$ cat src/hw/pf_cfg.svh
`ifndef PF_CFG_SVH
`define PF_CFG_SVH

// Byte address into the 256 byte buffer
`define PF_BYTE_ADDR_W 8
// Address of one wide RAM word
`define PF_WORD_ADDR_W 5
// Eight bytes per RAM word
`define PF_WORD_W 64

// Latched packet length
`define PF_LEN_W 16
// Accept and reject counters
`define PF_CNT_W 16
// Extra output register in the CPU adapter
`define PF_PESS 0

`endif

$ cat src/hw/pf_pkg.sv
package pf_pkg;

    // Transfer size in BPF size field order
    typedef enum logic [1:0] {
        XFER_W = 2'd0,
        // Halfword is two bytes
        XFER_H = 2'd1,
        XFER_B = 2'd2
    } xfer_sz_e;

    // Ownership of the single packet buffer
    typedef enum logic [1:0] {
        // Snooper owns the RAM and takes bytes
        BUF_FILL    = 2'd0,
        // Packet complete and offered to the CPU
        BUF_READY   = 2'd1,
        // CPU has acknowledged and reads freely
        BUF_CLAIMED = 2'd2
    } buf_state_e;

endpackage

$ cat src/hw/cpu_adapter.sv
`timescale 1ns/1ps
`include "pf_cfg.svh"

module cpu_adapter #(
    parameter int PESS = `PF_PESS
) (
    input  logic                       clk,
    input  logic                       rst,
    // CPU side
    input  logic [`PF_BYTE_ADDR_W-1:0] byte_rd_addr_i,
    input  logic                       cpu_rd_en_i,
    input  pf_pkg::xfer_sz_e           xfer_sz_i,
    input  logic                       cpu_acc_i,
    input  logic                       cpu_rej_i,
    input  logic                       cpu_rdy_ack_i,
    output logic                       cpu_rdy_o,
    output logic [31:0]                cpu_data_o,
    output logic                       cpu_data_vld_o,
    output logic [`PF_LEN_W-1:0]       cpu_byte_len_o,
    // Packet RAM and snooper side
    output logic [`PF_WORD_ADDR_W-1:0] word_rd_addr_o,
    output logic                       rd_en_o,
    output logic                       acc_o,
    output logic                       rej_o,
    output logic                       rdy_ack_o,
    input  logic                       rdy_i,
    input  logic [`PF_WORD_W-1:0]      bigword_i,
    input  logic                       bigword_vld_i,
    input  logic [`PF_LEN_W-1:0]       byte_len_i
);

    localparam int OFF_W   = `PF_BYTE_ADDR_W - `PF_WORD_ADDR_W;
    // Cycles from read enable to RAM data
    localparam int MEM_LAT = 1;
    localparam int EXT_W   = `PF_WORD_W + 32;

    // Offset and size travel alongside the RAM read
    logic [OFF_W-1:0]  off_pipe [MEM_LAT];
    pf_pkg::xfer_sz_e  sz_pipe  [MEM_LAT];
    logic [OFF_W-1:0]  off_d;
    pf_pkg::xfer_sz_e  sz_d;
    logic [EXT_W-1:0]  ext_word;
    logic [31:0]       selected;
    logic [31:0]       resized;

    // Word address at cycle 0
    assign word_rd_addr_o = byte_rd_addr_i[`PF_BYTE_ADDR_W-1:OFF_W];
    assign rd_en_o        = cpu_rd_en_i;

    // One stage per cycle of RAM latency
    always_ff @(posedge clk) begin
        off_pipe[0] <= byte_rd_addr_i[OFF_W-1:0];
        sz_pipe[0]  <= xfer_sz_i;
        for (int i = 1; i < MEM_LAT; i++) begin
            off_pipe[i] <= off_pipe[i-1];
            sz_pipe[i]  <= sz_pipe[i-1];
        end
    end

    assign off_d = off_pipe[MEM_LAT-1];
    assign sz_d  = sz_pipe[MEM_LAT-1];

    // Zero tail fills bytes past the word end
    assign ext_word = {bigword_i, 32'b0} << {off_d, 3'b000};
    assign selected = ext_word[EXT_W-1 -: 32];

    // First byte lands in the top of the result
    always_comb begin
        case (sz_d)
            pf_pkg::XFER_W: resized = selected;
            pf_pkg::XFER_H: resized = {16'b0, selected[31:16]};
            pf_pkg::XFER_B: resized = {24'b0, selected[31:24]};
            default:        resized = '0;
        endcase
    end

    generate
        if (PESS != 0) begin : g_pess
            logic [31:0] data_q;
            logic        vld_q;

            // Extra stage for timing
            always_ff @(posedge clk) begin
                data_q <= resized;
            end

            always_ff @(posedge clk) begin
                if (!rst) begin
                    vld_q <= 1'b0;
                end else begin
                    vld_q <= bigword_vld_i;
                end
            end

            assign cpu_data_o     = data_q;
            assign cpu_data_vld_o = vld_q;
        end else begin : g_direct
            assign cpu_data_o     = resized;
            assign cpu_data_vld_o = bigword_vld_i;
        end
    endgenerate

    // Buffer handshake passes straight through
    assign acc_o          = cpu_acc_i;
    assign rej_o          = cpu_rej_i;
    assign rdy_ack_o      = cpu_rdy_ack_i;
    assign cpu_rdy_o      = rdy_i;
    assign cpu_byte_len_o = byte_len_i;

endmodule

$ cat src/hw/packet_filter_top.sv
`timescale 1ns/1ps
`include "pf_cfg.svh"

module packet_filter_top (
    input  logic                       clk,
    input  logic                       rst,
    // Snooper stream
    input  logic [7:0]                 sn_data_i,
    input  logic                       sn_vld_i,
    input  logic                       sn_last_i,
    output logic                       sn_rdy_o,
    // Filter CPU
    input  logic [`PF_BYTE_ADDR_W-1:0] cpu_byte_addr_i,
    input  logic                       cpu_rd_en_i,
    input  pf_pkg::xfer_sz_e           cpu_xfer_sz_i,
    input  logic                       cpu_rdy_ack_i,
    input  logic                       cpu_acc_i,
    input  logic                       cpu_rej_i,
    output logic                       cpu_rdy_o,
    output logic [`PF_LEN_W-1:0]       cpu_byte_len_o,
    output logic [31:0]                cpu_data_o,
    output logic                       cpu_data_vld_o,
    // Verdict counters
    output logic [`PF_CNT_W-1:0]       acc_cnt_o,
    output logic [`PF_CNT_W-1:0]       rej_cnt_o
);

    // Snooper to RAM
    logic                       wr_en;
    logic [`PF_BYTE_ADDR_W-1:0] wr_addr;
    logic [7:0]                 wr_data;
    // Adapter to RAM
    logic                       rd_en;
    logic [`PF_WORD_ADDR_W-1:0] rd_addr;
    logic [`PF_WORD_W-1:0]      rd_word;
    logic                       rd_vld;
    // Ownership handshake
    logic                       buf_rdy;
    logic [`PF_LEN_W-1:0]       byte_len;
    logic                       rdy_ack;
    logic                       acc;
    logic                       rej;

    packet_snooper u_snooper (
        .clk        (clk),
        .rst        (rst),
        .sn_data_i  (sn_data_i),
        .sn_vld_i   (sn_vld_i),
        .sn_last_i  (sn_last_i),
        .sn_rdy_o   (sn_rdy_o),
        .wr_en_o    (wr_en),
        .wr_addr_o  (wr_addr),
        .wr_data_o  (wr_data),
        .rdy_ack_i  (rdy_ack),
        .acc_i      (acc),
        .rej_i      (rej),
        .buf_rdy_o  (buf_rdy),
        .byte_len_o (byte_len),
        .acc_cnt_o  (acc_cnt_o),
        .rej_cnt_o  (rej_cnt_o)
    );

    packet_mem u_mem (
        .clk       (clk),
        .rst       (rst),
        .wr_en_i   (wr_en),
        .wr_addr_i (wr_addr),
        .wr_data_i (wr_data),
        .rd_en_i   (rd_en),
        .rd_addr_i (rd_addr),
        .rd_word_o (rd_word),
        .rd_vld_o  (rd_vld)
    );

    cpu_adapter #(
        .PESS (`PF_PESS)
    ) u_adapter (
        .clk            (clk),
        .rst            (rst),
        .byte_rd_addr_i (cpu_byte_addr_i),
        .cpu_rd_en_i    (cpu_rd_en_i),
        .xfer_sz_i      (cpu_xfer_sz_i),
        .cpu_acc_i      (cpu_acc_i),
        .cpu_rej_i      (cpu_rej_i),
        .cpu_rdy_ack_i  (cpu_rdy_ack_i),
        .cpu_rdy_o      (cpu_rdy_o),
        .cpu_data_o     (cpu_data_o),
        .cpu_data_vld_o (cpu_data_vld_o),
        .cpu_byte_len_o (cpu_byte_len_o),
        .word_rd_addr_o (rd_addr),
        .rd_en_o        (rd_en),
        .acc_o          (acc),
        .rej_o          (rej),
        .rdy_ack_o      (rdy_ack),
        .rdy_i          (buf_rdy),
        .bigword_i      (rd_word),
        .bigword_vld_i  (rd_vld),
        .byte_len_i     (byte_len)
    );

endmodule

$ cat src/hw/packet_mem.sv
`timescale 1ns/1ps
`include "pf_cfg.svh"

module packet_mem (
    input  logic                       clk,
    input  logic                       rst,
    input  logic                       wr_en_i,
    input  logic [`PF_BYTE_ADDR_W-1:0] wr_addr_i,
    input  logic [7:0]                 wr_data_i,
    input  logic                       rd_en_i,
    input  logic [`PF_WORD_ADDR_W-1:0] rd_addr_i,
    output logic [`PF_WORD_W-1:0]      rd_word_o,
    output logic                       rd_vld_o
);

    localparam int OFF_W = `PF_BYTE_ADDR_W - `PF_WORD_ADDR_W;
    localparam int DEPTH = 1 << `PF_WORD_ADDR_W;

    logic [`PF_WORD_W-1:0]      mem [DEPTH];
    // Byte address split into word and lane
    logic [`PF_WORD_ADDR_W-1:0] wr_word;
    logic [OFF_W-1:0]           wr_off;

    assign wr_word = wr_addr_i[`PF_BYTE_ADDR_W-1:OFF_W];
    assign wr_off  = wr_addr_i[OFF_W-1:0];

    // Byte k sits in the big-endian lane k mod 8
    // Lane 0 is the top byte of the word
    always_ff @(posedge clk) begin
        if (wr_en_i) begin
            mem[wr_word][(`PF_WORD_W - 1) - 8 * int'(wr_off) -: 8] <= wr_data_i;
        end
    end

    // Registered read port with one cycle latency
    always_ff @(posedge clk) begin
        if (rd_en_i) begin
            rd_word_o <= mem[rd_addr_i];
        end
    end

    // Valid tracks the read enable
    always_ff @(posedge clk) begin
        if (!rst) begin
            rd_vld_o <= 1'b0;
        end else begin
            rd_vld_o <= rd_en_i;
        end
    end

endmodule

$ cat src/hw/packet_snooper.sv
`timescale 1ns/1ps
`include "pf_cfg.svh"

module packet_snooper (
    input  logic                       clk,
    input  logic                       rst,
    // Incoming byte stream
    input  logic [7:0]                 sn_data_i,
    input  logic                       sn_vld_i,
    input  logic                       sn_last_i,
    output logic                       sn_rdy_o,
    // Packet RAM write port
    output logic                       wr_en_o,
    output logic [`PF_BYTE_ADDR_W-1:0] wr_addr_o,
    output logic [7:0]                 wr_data_o,
    // Buffer handshake with the CPU side
    input  logic                       rdy_ack_i,
    input  logic                       acc_i,
    input  logic                       rej_i,
    output logic                       buf_rdy_o,
    output logic [`PF_LEN_W-1:0]       byte_len_o,
    // Verdict statistics
    output logic [`PF_CNT_W-1:0]       acc_cnt_o,
    output logic [`PF_CNT_W-1:0]       rej_cnt_o
);

    // Largest length that can be stored
    localparam logic [`PF_LEN_W-1:0] MAX_LEN = `PF_LEN_W'(1 << `PF_BYTE_ADDR_W);

    pf_pkg::buf_state_e         state_q;
    logic [`PF_BYTE_ADDR_W-1:0] wr_ptr_q;
    logic [`PF_LEN_W-1:0]       cnt_q;
    logic [`PF_LEN_W-1:0]       cnt_nxt;
    logic [`PF_LEN_W-1:0]       len_q;
    logic                       take;
    logic                       verdict;

    assign sn_rdy_o  = (state_q == pf_pkg::BUF_FILL);
    assign buf_rdy_o = (state_q == pf_pkg::BUF_READY);

    // Byte accepted only while filling
    assign take = sn_vld_i && sn_rdy_o;

    // Verdicts only count once the CPU owns the buffer
    assign verdict = (state_q == pf_pkg::BUF_CLAIMED) && (acc_i || rej_i);

    // Length saturates at the buffer size
    assign cnt_nxt = (cnt_q == MAX_LEN) ? MAX_LEN : cnt_q + 1'b1;

    // Accepted byte goes straight to the RAM
    assign wr_en_o    = take;
    assign wr_addr_o  = wr_ptr_q;
    assign wr_data_o  = sn_data_i;
    assign byte_len_o = len_q;

    // Buffer ownership FSM
    always_ff @(posedge clk) begin
        if (!rst) begin
            state_q  <= pf_pkg::BUF_FILL;
            wr_ptr_q <= '0;
            cnt_q    <= '0;
            len_q    <= '0;
        end else begin
            case (state_q)
                pf_pkg::BUF_FILL: begin
                    if (take) begin
                        // Pointer wraps on oversized packets
                        wr_ptr_q <= wr_ptr_q + 1'b1;
                        cnt_q    <= cnt_nxt;
                        if (sn_last_i) begin
                            len_q   <= cnt_nxt;
                            state_q <= pf_pkg::BUF_READY;
                        end
                    end
                end
                pf_pkg::BUF_READY: begin
                    if (rdy_ack_i) begin
                        state_q <= pf_pkg::BUF_CLAIMED;
                    end
                end
                pf_pkg::BUF_CLAIMED: begin
                    // Old contents are stale from here on
                    if (verdict) begin
                        state_q  <= pf_pkg::BUF_FILL;
                        wr_ptr_q <= '0;
                        cnt_q    <= '0;
                    end
                end
                default: begin
                    state_q <= pf_pkg::BUF_FILL;
                end
            endcase
        end
    end

    // Accept wins if both strobes come together
    always_ff @(posedge clk) begin
        if (!rst) begin
            acc_cnt_o <= '0;
            rej_cnt_o <= '0;
        end else if (verdict) begin
            if (acc_i) begin
                acc_cnt_o <= acc_cnt_o + 1'b1;
            end else begin
                rej_cnt_o <= rej_cnt_o + 1'b1;
            end
        end
    end

endmodule

$ cat config.mk
export PLATFORM = sky130hd
export DESIGN_NAME = packet_filter_top
export DESIGN_NICKNAME = d
export VERILOG_FILES = /design/src/hw/pf_pkg.sv /design/src/hw/cpu_adapter.sv /design/src/hw/packet_filter_top.sv /design/src/hw/packet_mem.sv /design/src/hw/packet_snooper.sv
export VERILOG_INCLUDE_DIRS = /design/src /design/src/hw
export SDC_FILE = /design/constraint.sdc
export NUM_CORES = 2
export LEC_CHECK = 0
export ABC_AREA = 0
export BUFFER_PORTS_ARGS = -buffer_cell sky130_fd_sc_hd__buf_4
export CAP_MARGIN = 20
export CORE_UTILIZATION = 35
export CTS_CLUSTER_DIAMETER = 120
export CTS_CLUSTER_SIZE = 25
export DETAILED_ROUTE_END_ITERATION = 6
export SYNTH_ARGS = -nofsm -noshare
export SYNTH_HDL_FRONTEND = slang
export SYNTH_SLANG_ARGS = --single-unit
$ cat constraint.sdc
create_clock -name clk -period 3.4 [get_ports clk]
set_input_delay 0.17 -clock clk [delete_from_list [all_inputs] [get_ports clk]]
set_output_delay 0.17 -clock clk [all_outputs]
set_load 0.01 [all_outputs]
# Word-level counts from Yosys, hierarchy flattened
# Memory sizes are Yosys's and may differ from the RTL's. A register that Yosys moved wholly into a read port is not among the register bits.
# Index checks and enable logic that the tools add are counted.
totals:
  register_bits: 75
  mem_bits_rw: 2053
  input_bits: 26
  out_inout_bits: 83
  elab_cells: 55
  memories: 3
classes:
  n_addsub: 6
  eq_ne: 9
  shift: 3
  mux: 15
  bitwise: 1
  reduce_logical: 11
mem_list:
  columns: ["name", "depth", "width", "rd", "rd_clocked_by_memory_dff", "wr", "line_no", "text"]
  rows:
  - ["u_mem.mem", 32, 64, 1, 1, 1, "packet_mem.sv:19", "logic [`PF_WORD_W-1:0] mem [DEPTH];"]
  - ["u_adapter.off_pipe", 1, 3, 1, 0, 1, "cpu_adapter.sv:38", "logic [OFF_W-1:0] off_pipe [MEM_LAT];"]
  - ["u_adapter.sz_pipe", 1, 2, 1, 0, 1, "cpu_adapter.sv:39", "pf_pkg::xfer_sz_e sz_pipe [MEM_LAT];"]
ops:
  columns: ["op", "count"]
  rows:
  - ["32-bit one-hot mux with 3 select lines", 1]
  - ["96-bit by 6-bit << shifter with 96-bit output", 1]
  - ["8-bit by 33-bit variable shift with 71-bit output (first input constant)", 1]
  - ["8-bit by 33-bit variable part select with 71-bit output", 1]
  - ["64-bit two-way mux", 1]
  - ["16-bit by 1-bit adder with 16-bit output (second input constant)", 3]
  - ["16-bit two-way mux", 3]
  - ["32-bit negator with 33-bit output", 1]
  - ["16-bit one-hot mux with 2 select lines", 1]
  - ["16-bit by 9-bit == test with 1-bit output (second input constant)", 1]
  - ["8-bit two-way mux", 2]
  - ["8-bit one-hot mux with 2 select lines", 1]
  - ["8-bit by 1-bit adder with 8-bit output (second input constant)", 1]
  - ["2-bit two-way mux", 4]
  - ["6-bit by 6-bit subtractor with 7-bit output (first input constant)", 1]
  - ["2-bit one-hot mux with 3 select lines", 1]
  - ["3-bit AND reduction", 2]
  - ["2-bit by 1-bit == test with 1-bit output (second input constant)", 2]
  - ["2-bit == test (second input constant)", 2]
  - ["2-bit zero test", 2]
  - ["2-bit by 1-bit != test with 1-bit output (second input constant)", 2]
  - ["2-bit != test (second input constant)", 2]
  - ["2-bit AND reduction", 2]
  - ["4-bit AND reduction", 1]
  - ["5 further kinds", 6]

# Depth between registers and ports, before layout
depth:
  ltp_word: 4
  depth_mapped: 10
  depth_no_buf: 6

# Hierarchy
# A second synthesis with hierarchy kept.
unflattened:
  hier_cells: 4389
  hier_area_um2: 86400.4
by_module_without_submodules:
  columns: ["module", "n_inst", "cells_each", "area_each_um2"]
  rows:
  - ["packet_mem", 1, 3729, 80511.0]
  - ["packet_snooper", 1, 421, 3738.6]
  - ["cpu_adapter", 1, 239, 2150.8]

# Worst setup path after synthesis
# No wires, ideal clock.
synth_path:
  kind: "flip-flop to flip-flop"
  startpoint: "register u_snooper.state_q[0]"
  endpoint: "memory u_mem.mem[12][0] (netlist bit), enable pin"
  arrival_ps: 2010
  t_required_ps: 3030
  path_slack_ps: 1020
  path_stages_with_launch: 7
  n_path_buf: 3
  cell_sequence: "dfxtp_1 clkbuf_1 nor3b_1 clkbuf_1 nand2_1 clkbuf_1 nor2_1"
synth_between:
  elab_chain_len: 4
synth_rtl:
  columns: ["element", "line_no", "text"]
  rows:
  - ["from (decl)", "packet_snooper.sv:30", "pf_pkg::buf_state_e state_q;"]
  - ["from (signal assigned)", "packet_snooper.sv:59", "state_q <= pf_pkg::BUF_FILL;"]
  - ["from (signal assigned)", "packet_snooper.sv:72", "state_q <= pf_pkg::BUF_READY;"]
  - ["from (signal assigned)", "packet_snooper.sv:78", "state_q <= pf_pkg::BUF_CLAIMED;"]
  - ["2-bit zero test", "packet_snooper.sv:38", "assign sn_rdy_o = (state_q == pf_pkg::BUF_FILL);"]
  - ["1-bit logical AND", "packet_snooper.sv:42", "assign take = sn_vld_i && sn_rdy_o;"]
  - ["1-bit two-way mux", "packet_mem.sv:30", "if (wr_en_i) begin"]
  - ["64-bit two-way mux", "packet_mem.sv:31", "mem[wr_word][(`PF_WORD_W - 1) - 8 * int'(wr_off) -: 8] <= wr_data_i;"]
  - ["to (decl)", "packet_mem.sv:19", null]
# No other way between the ends.

# Worst setup path after layout
layout_path:
  startpoint: "memory u_adapter.off_pipe[0][1] (netlist bit)"
  endpoint: "output port cpu_data_o[3]"
layout_between:
  elab_chain_len: 3
layout_rtl:
  columns: ["element", "line_no", "text"]
  rows:
  - ["from (decl)", "cpu_adapter.sv:38", null]
  - ["memory read 1 x 3 bit", null, null]
  - ["96-bit by 6-bit << shifter with 96-bit output", "cpu_adapter.sv:64", "assign ext_word = {bigword_i, 32'b0} << {off_d, 3'b000};"]
  - ["32-bit one-hot mux with 3 select lines", "cpu_adapter.sv:69", "case (sz_d)"]
  - ["to (decl)", "packet_filter_top.sv:21", "output logic [31:0] cpu_data_o,"]
# No other way between the ends.

==> results_dict.tcl <==
set metrics [dict create \
    ys_seq_area_frac 0.747 \
    clk-insertion-delay-late_ns 0.77 \
    root_buffer "clkbuf_16" \
    clock_skew_ns 0.0410 \
    cts_sinks 2192 \
    path_cells "inv_1, buf_4, mux2i_1, o32ai_1, buf_4" \
    fin_ws_ns 0.102 \
    netlist_top_cells_area "edfxtp_1 (73%), mux4_2 (15%), mux2i_1 (1.9%)" \
    cts_tree "yes" \
    fp-row-count 182 \
    synth_ff_type "edfxtp_1" \
    worstSetupPathType "reg -> out" \
    worstPathMaxFanout 35 \
    syn_inst 4215 \
    fp.dieH_um 501 \
    regToRegStartpoint "u_snooper.wr_addr_o[3]" \
    drtAntennaViolNets 0 \
    power.leakage_nw 31.2 \
    rsz0062_at_grt "no" \
    status "finished clean" \
    drc 0 \
    synth.distinct_cells 58 \
    maxCapViolCount 0 \
    synth_async_sr_flop_share 0 \
    fin_util 0.398 \
    synth_edf_count 2112 \
    dp_slack_ns 0.554 \
    holdCritStartpoint "cpu_byte_addr_i[1]" \
    synth_top_area_share 0.729 \
    peakVddDrop_mv 0.368 \
    synth_area_leader_cell "edfxtp_1" \
    p_per_area_mw_per_mm2 473 \
    fin_area_mm2 0.0981 \
    cp_data_required_time_ns 3.23 \
    initial_core_util 0.353 \
    via_count 44400 \
    timing.slew.headroom 0.241 \
    dieArea_mm2 0.251 \
    finalNonFillerCells 8064 \
    finalCritPeriodShare 0.970 \
    setup_viol 0 \
    yosysWarnings 0 \
    nNetsFinal 4714 \
    pin_count 109 \
    path_clk_slew_ns 0.10 \
    synth_area_mm2 0.0870 \
    nFillCells 21800 \
    placed_area_mm2 0.0950 \
    syn_to_final_growth_pct 12.7 \
    worst_pin_slew_ns 1.14 \
    synth-seq-cells 2192 \
    grt_pass1_wl_um 337000 \
    antenna_found_initial 23 \
    cpMostUsedCell "buf_4" \
    track_usage 0.189 \
    cp_top_family "buffers and inverters" \
    slowest_delay_ns 0.68 \
    core_area_mm2 0.247 \
    crit_start "u_adapter.off_pipe[0][1]" \
    grt_max_degree 70 \
    drive_gt1_frac 0.296 \
    grt_pass1_vias 43700 \
    slew_violations 0 \
    routed_via_density 5.51 \
    clockBufferDepth 3 \
    path_buf_inv 3 \
    drt-initial-drc-count 5261 \
    synth_fp_nets 4251 \
    setup.worst_path.start_class "register" \
    critPathCaptureType "output port" \
    dp_hpwl_um 157000 \
    grt.overflow.total 0 \
    numCtsBuffers 98 \
    place.gp.congestion 0.851 \
    max_clock_freq_mhz 303 \
    wl_per_cell_um 29.7 \
    min_path_type "in -> reg" \
    avgSynthCellArea_um2 20.6 \
    cp.arrival_ns 3.13 \
    dp.cells 7872 \
    dieWidth_um 501 \
    hold_violations 0 \
    dr.pass1.iters 6 \
    slowest_stage "dfxtp_4" \
    setup_tns_ns 0 \
    htree_levels 3 \
    wl_um 239000 \
    io_buffer_count 108 \
    period_needed_ns 3.30 \
]
-- state kept, by name (all words and copies together), names as in the netlist, 2 cells and up --
signal / cells
u_adapter.off_pipe: 3
u_adapter.sz_pipe: 2
u_mem.mem: 2048
u_mem.rd_word_o: 64
u_snooper.acc_cnt_o: 16
u_snooper.byte_len_o: 16
u_snooper.cnt_q: 16
u_snooper.rej_cnt_o: 16
u_snooper.state_q: 2
u_snooper.wr_addr_o: 8
-- placed cells by master (no fill, tap or decap), types with 6 or more instances in the layout --
cell type	n
a211oi_1	27
a211oi_2	7
a21boi_0	7
a21oi_1	40
a221oi_1	21
a311oi_1	6
a31oi_1	7
and2_1	81
and3_1	10
buf_12	36
buf_4	556
clkbuf_1	41
clkbuf_16	101
dfxtp_1	77
diode_2	27
dlygate4sd3_1	14
edfxtp_1	2112
ha_1	10
inv_1	18
mux2_2	88
mux2i_1	163
mux4_2	584
nand2_1	75
nand2b_1	19
nand3_1	27
nand4_1	12
nor2_1	339
nor2b_1	15
nor3_1	15
nor4_1	8
o21ai_0	41
o22ai_1	23
o2bb2ai_1	7
o31ai_1	10
o32a_1	10
o32ai_1	7
or3_1	12
or4_1	11
xnor2_1	14
xor2_1	12
-- cell usage after synthesis (6+ instances only) --
library cell,instances
buf_6,6
or3_1,12
nand2_1,75
o22ai_1,23
clkbuf_1,139
edfxtp_1,2112
a21boi_0,7
nor2_1,339
nor3b_1,6
o21ai_0,41
and3_1,10
a311oi_1,6
inv_1,18
mux4_2,584
mux2i_1,163
a31oi_1,7
nor3_1,15
nor4_1,8
or4_1,11
xnor2_1,14
ha_1,10
o32ai_1,8
mux2_2,88
a211oi_1,34
dfxtp_1,80
a221oi_1,21
nand3_1,27
xor2_1,12
o31ai_1,10
a21oi_1,40
nand4_1,12
nand2b_1,19
o32a_1,10
and2_1,81
o2bb2ai_1,7
buf_2,60
nor2b_1,15
buf_1,22
buf_4,27
-- worst register-to-register path, delay by kind of cell (launching register included) --
family,cells,cell delay (ns)
flops,1,0.47
simple gates,3,1.42
buf+inv,2,0.70
-- cell families after synthesis --
group | after synthesis | synth area share
AO/OA/AOI/OAI | 233 | 0.0185
XOR/XNOR | 26 | 0.00262
adder cells (fa/ha/maj) | 10 | 0.00144
buffers and inverters | 274 | 0.0144
flip-flops | 2192 | 0.747
multiplexers | 835 | 0.181
AND/OR/NAND/NOR | 645 | 0.0344
-- cell type report --
| type | count | area [µm²] | area share |
|---|---|---|---|
| sequential | 2192 | 65000 | 0.663 |
| inverter | 20 | 80.1 | 0.000816 |
| antenna | 27 | 67.6 | 0.000689 |
| clock buffer | 143 | 2690 | 0.0274 |
| timing repair buffer | 617 | 5230 | 0.0533 |
| multi-input combinational | 1749 | 20800 | 0.212 |
| tap | 3312 | 4140 | 0.0423 |
| clock inverter | 4 | 63.8 | 0.000651 |
-- metal layers --
layer / up-vias / routed length [µm] / part of all wire / global-route usage
li1: 18200 / - / - / -
met1: 24000 / 97900 / 0.41 / 0.260
met2: 1911 / 117000 / 0.49 / 0.309
met3: 287 / 18000 / 0.075 / 0.0326
met4: 4 / 6740 / 0.028 / 0.0516
met5: - / 118 / 0.00049 / 0.00289
-- stage by stage --
step	hold WS, ns	power (mW)
2_1_floorplan	0.198	32.0
3_3_place_gp	0.276	33.3
3_5_place_dp	0.276	33.3
4_1_cts	0.00354	46.7
5_1_grt	0.0450	47.6
6_report	0.0591	46.4
-- final timing paths --
kind,to,slack [ns],depth (start not counted)
min reg2reg,u_snooper.byte_len_o[1],0.48,2
min,u_adapter.off_pipe[0][1],0.06,2
max reg2reg,u_mem.mem[25][14],0.54,5
max,cpu_data_o[3],0.10,5
-- power breakdown --
part | switching [mW] | internal [mW] | total, mW
Sequential | 0.226 | 29.5 | 29.7
Clock | 8.14 | 5.55 | 13.7
Combinational | 1.67 | 1.31 | 2.98
-- repair_timing --
action | 4_1_cts | 5_1_grt
endpoints found under the hold margin | 42 | 0
setup endpoints to repair | 20 | 0
gates resized for setup | 3 | 0
buffers inserted | 1 | 0
hold buffers | 14 | 0
(Power assumes the default switching activity.)
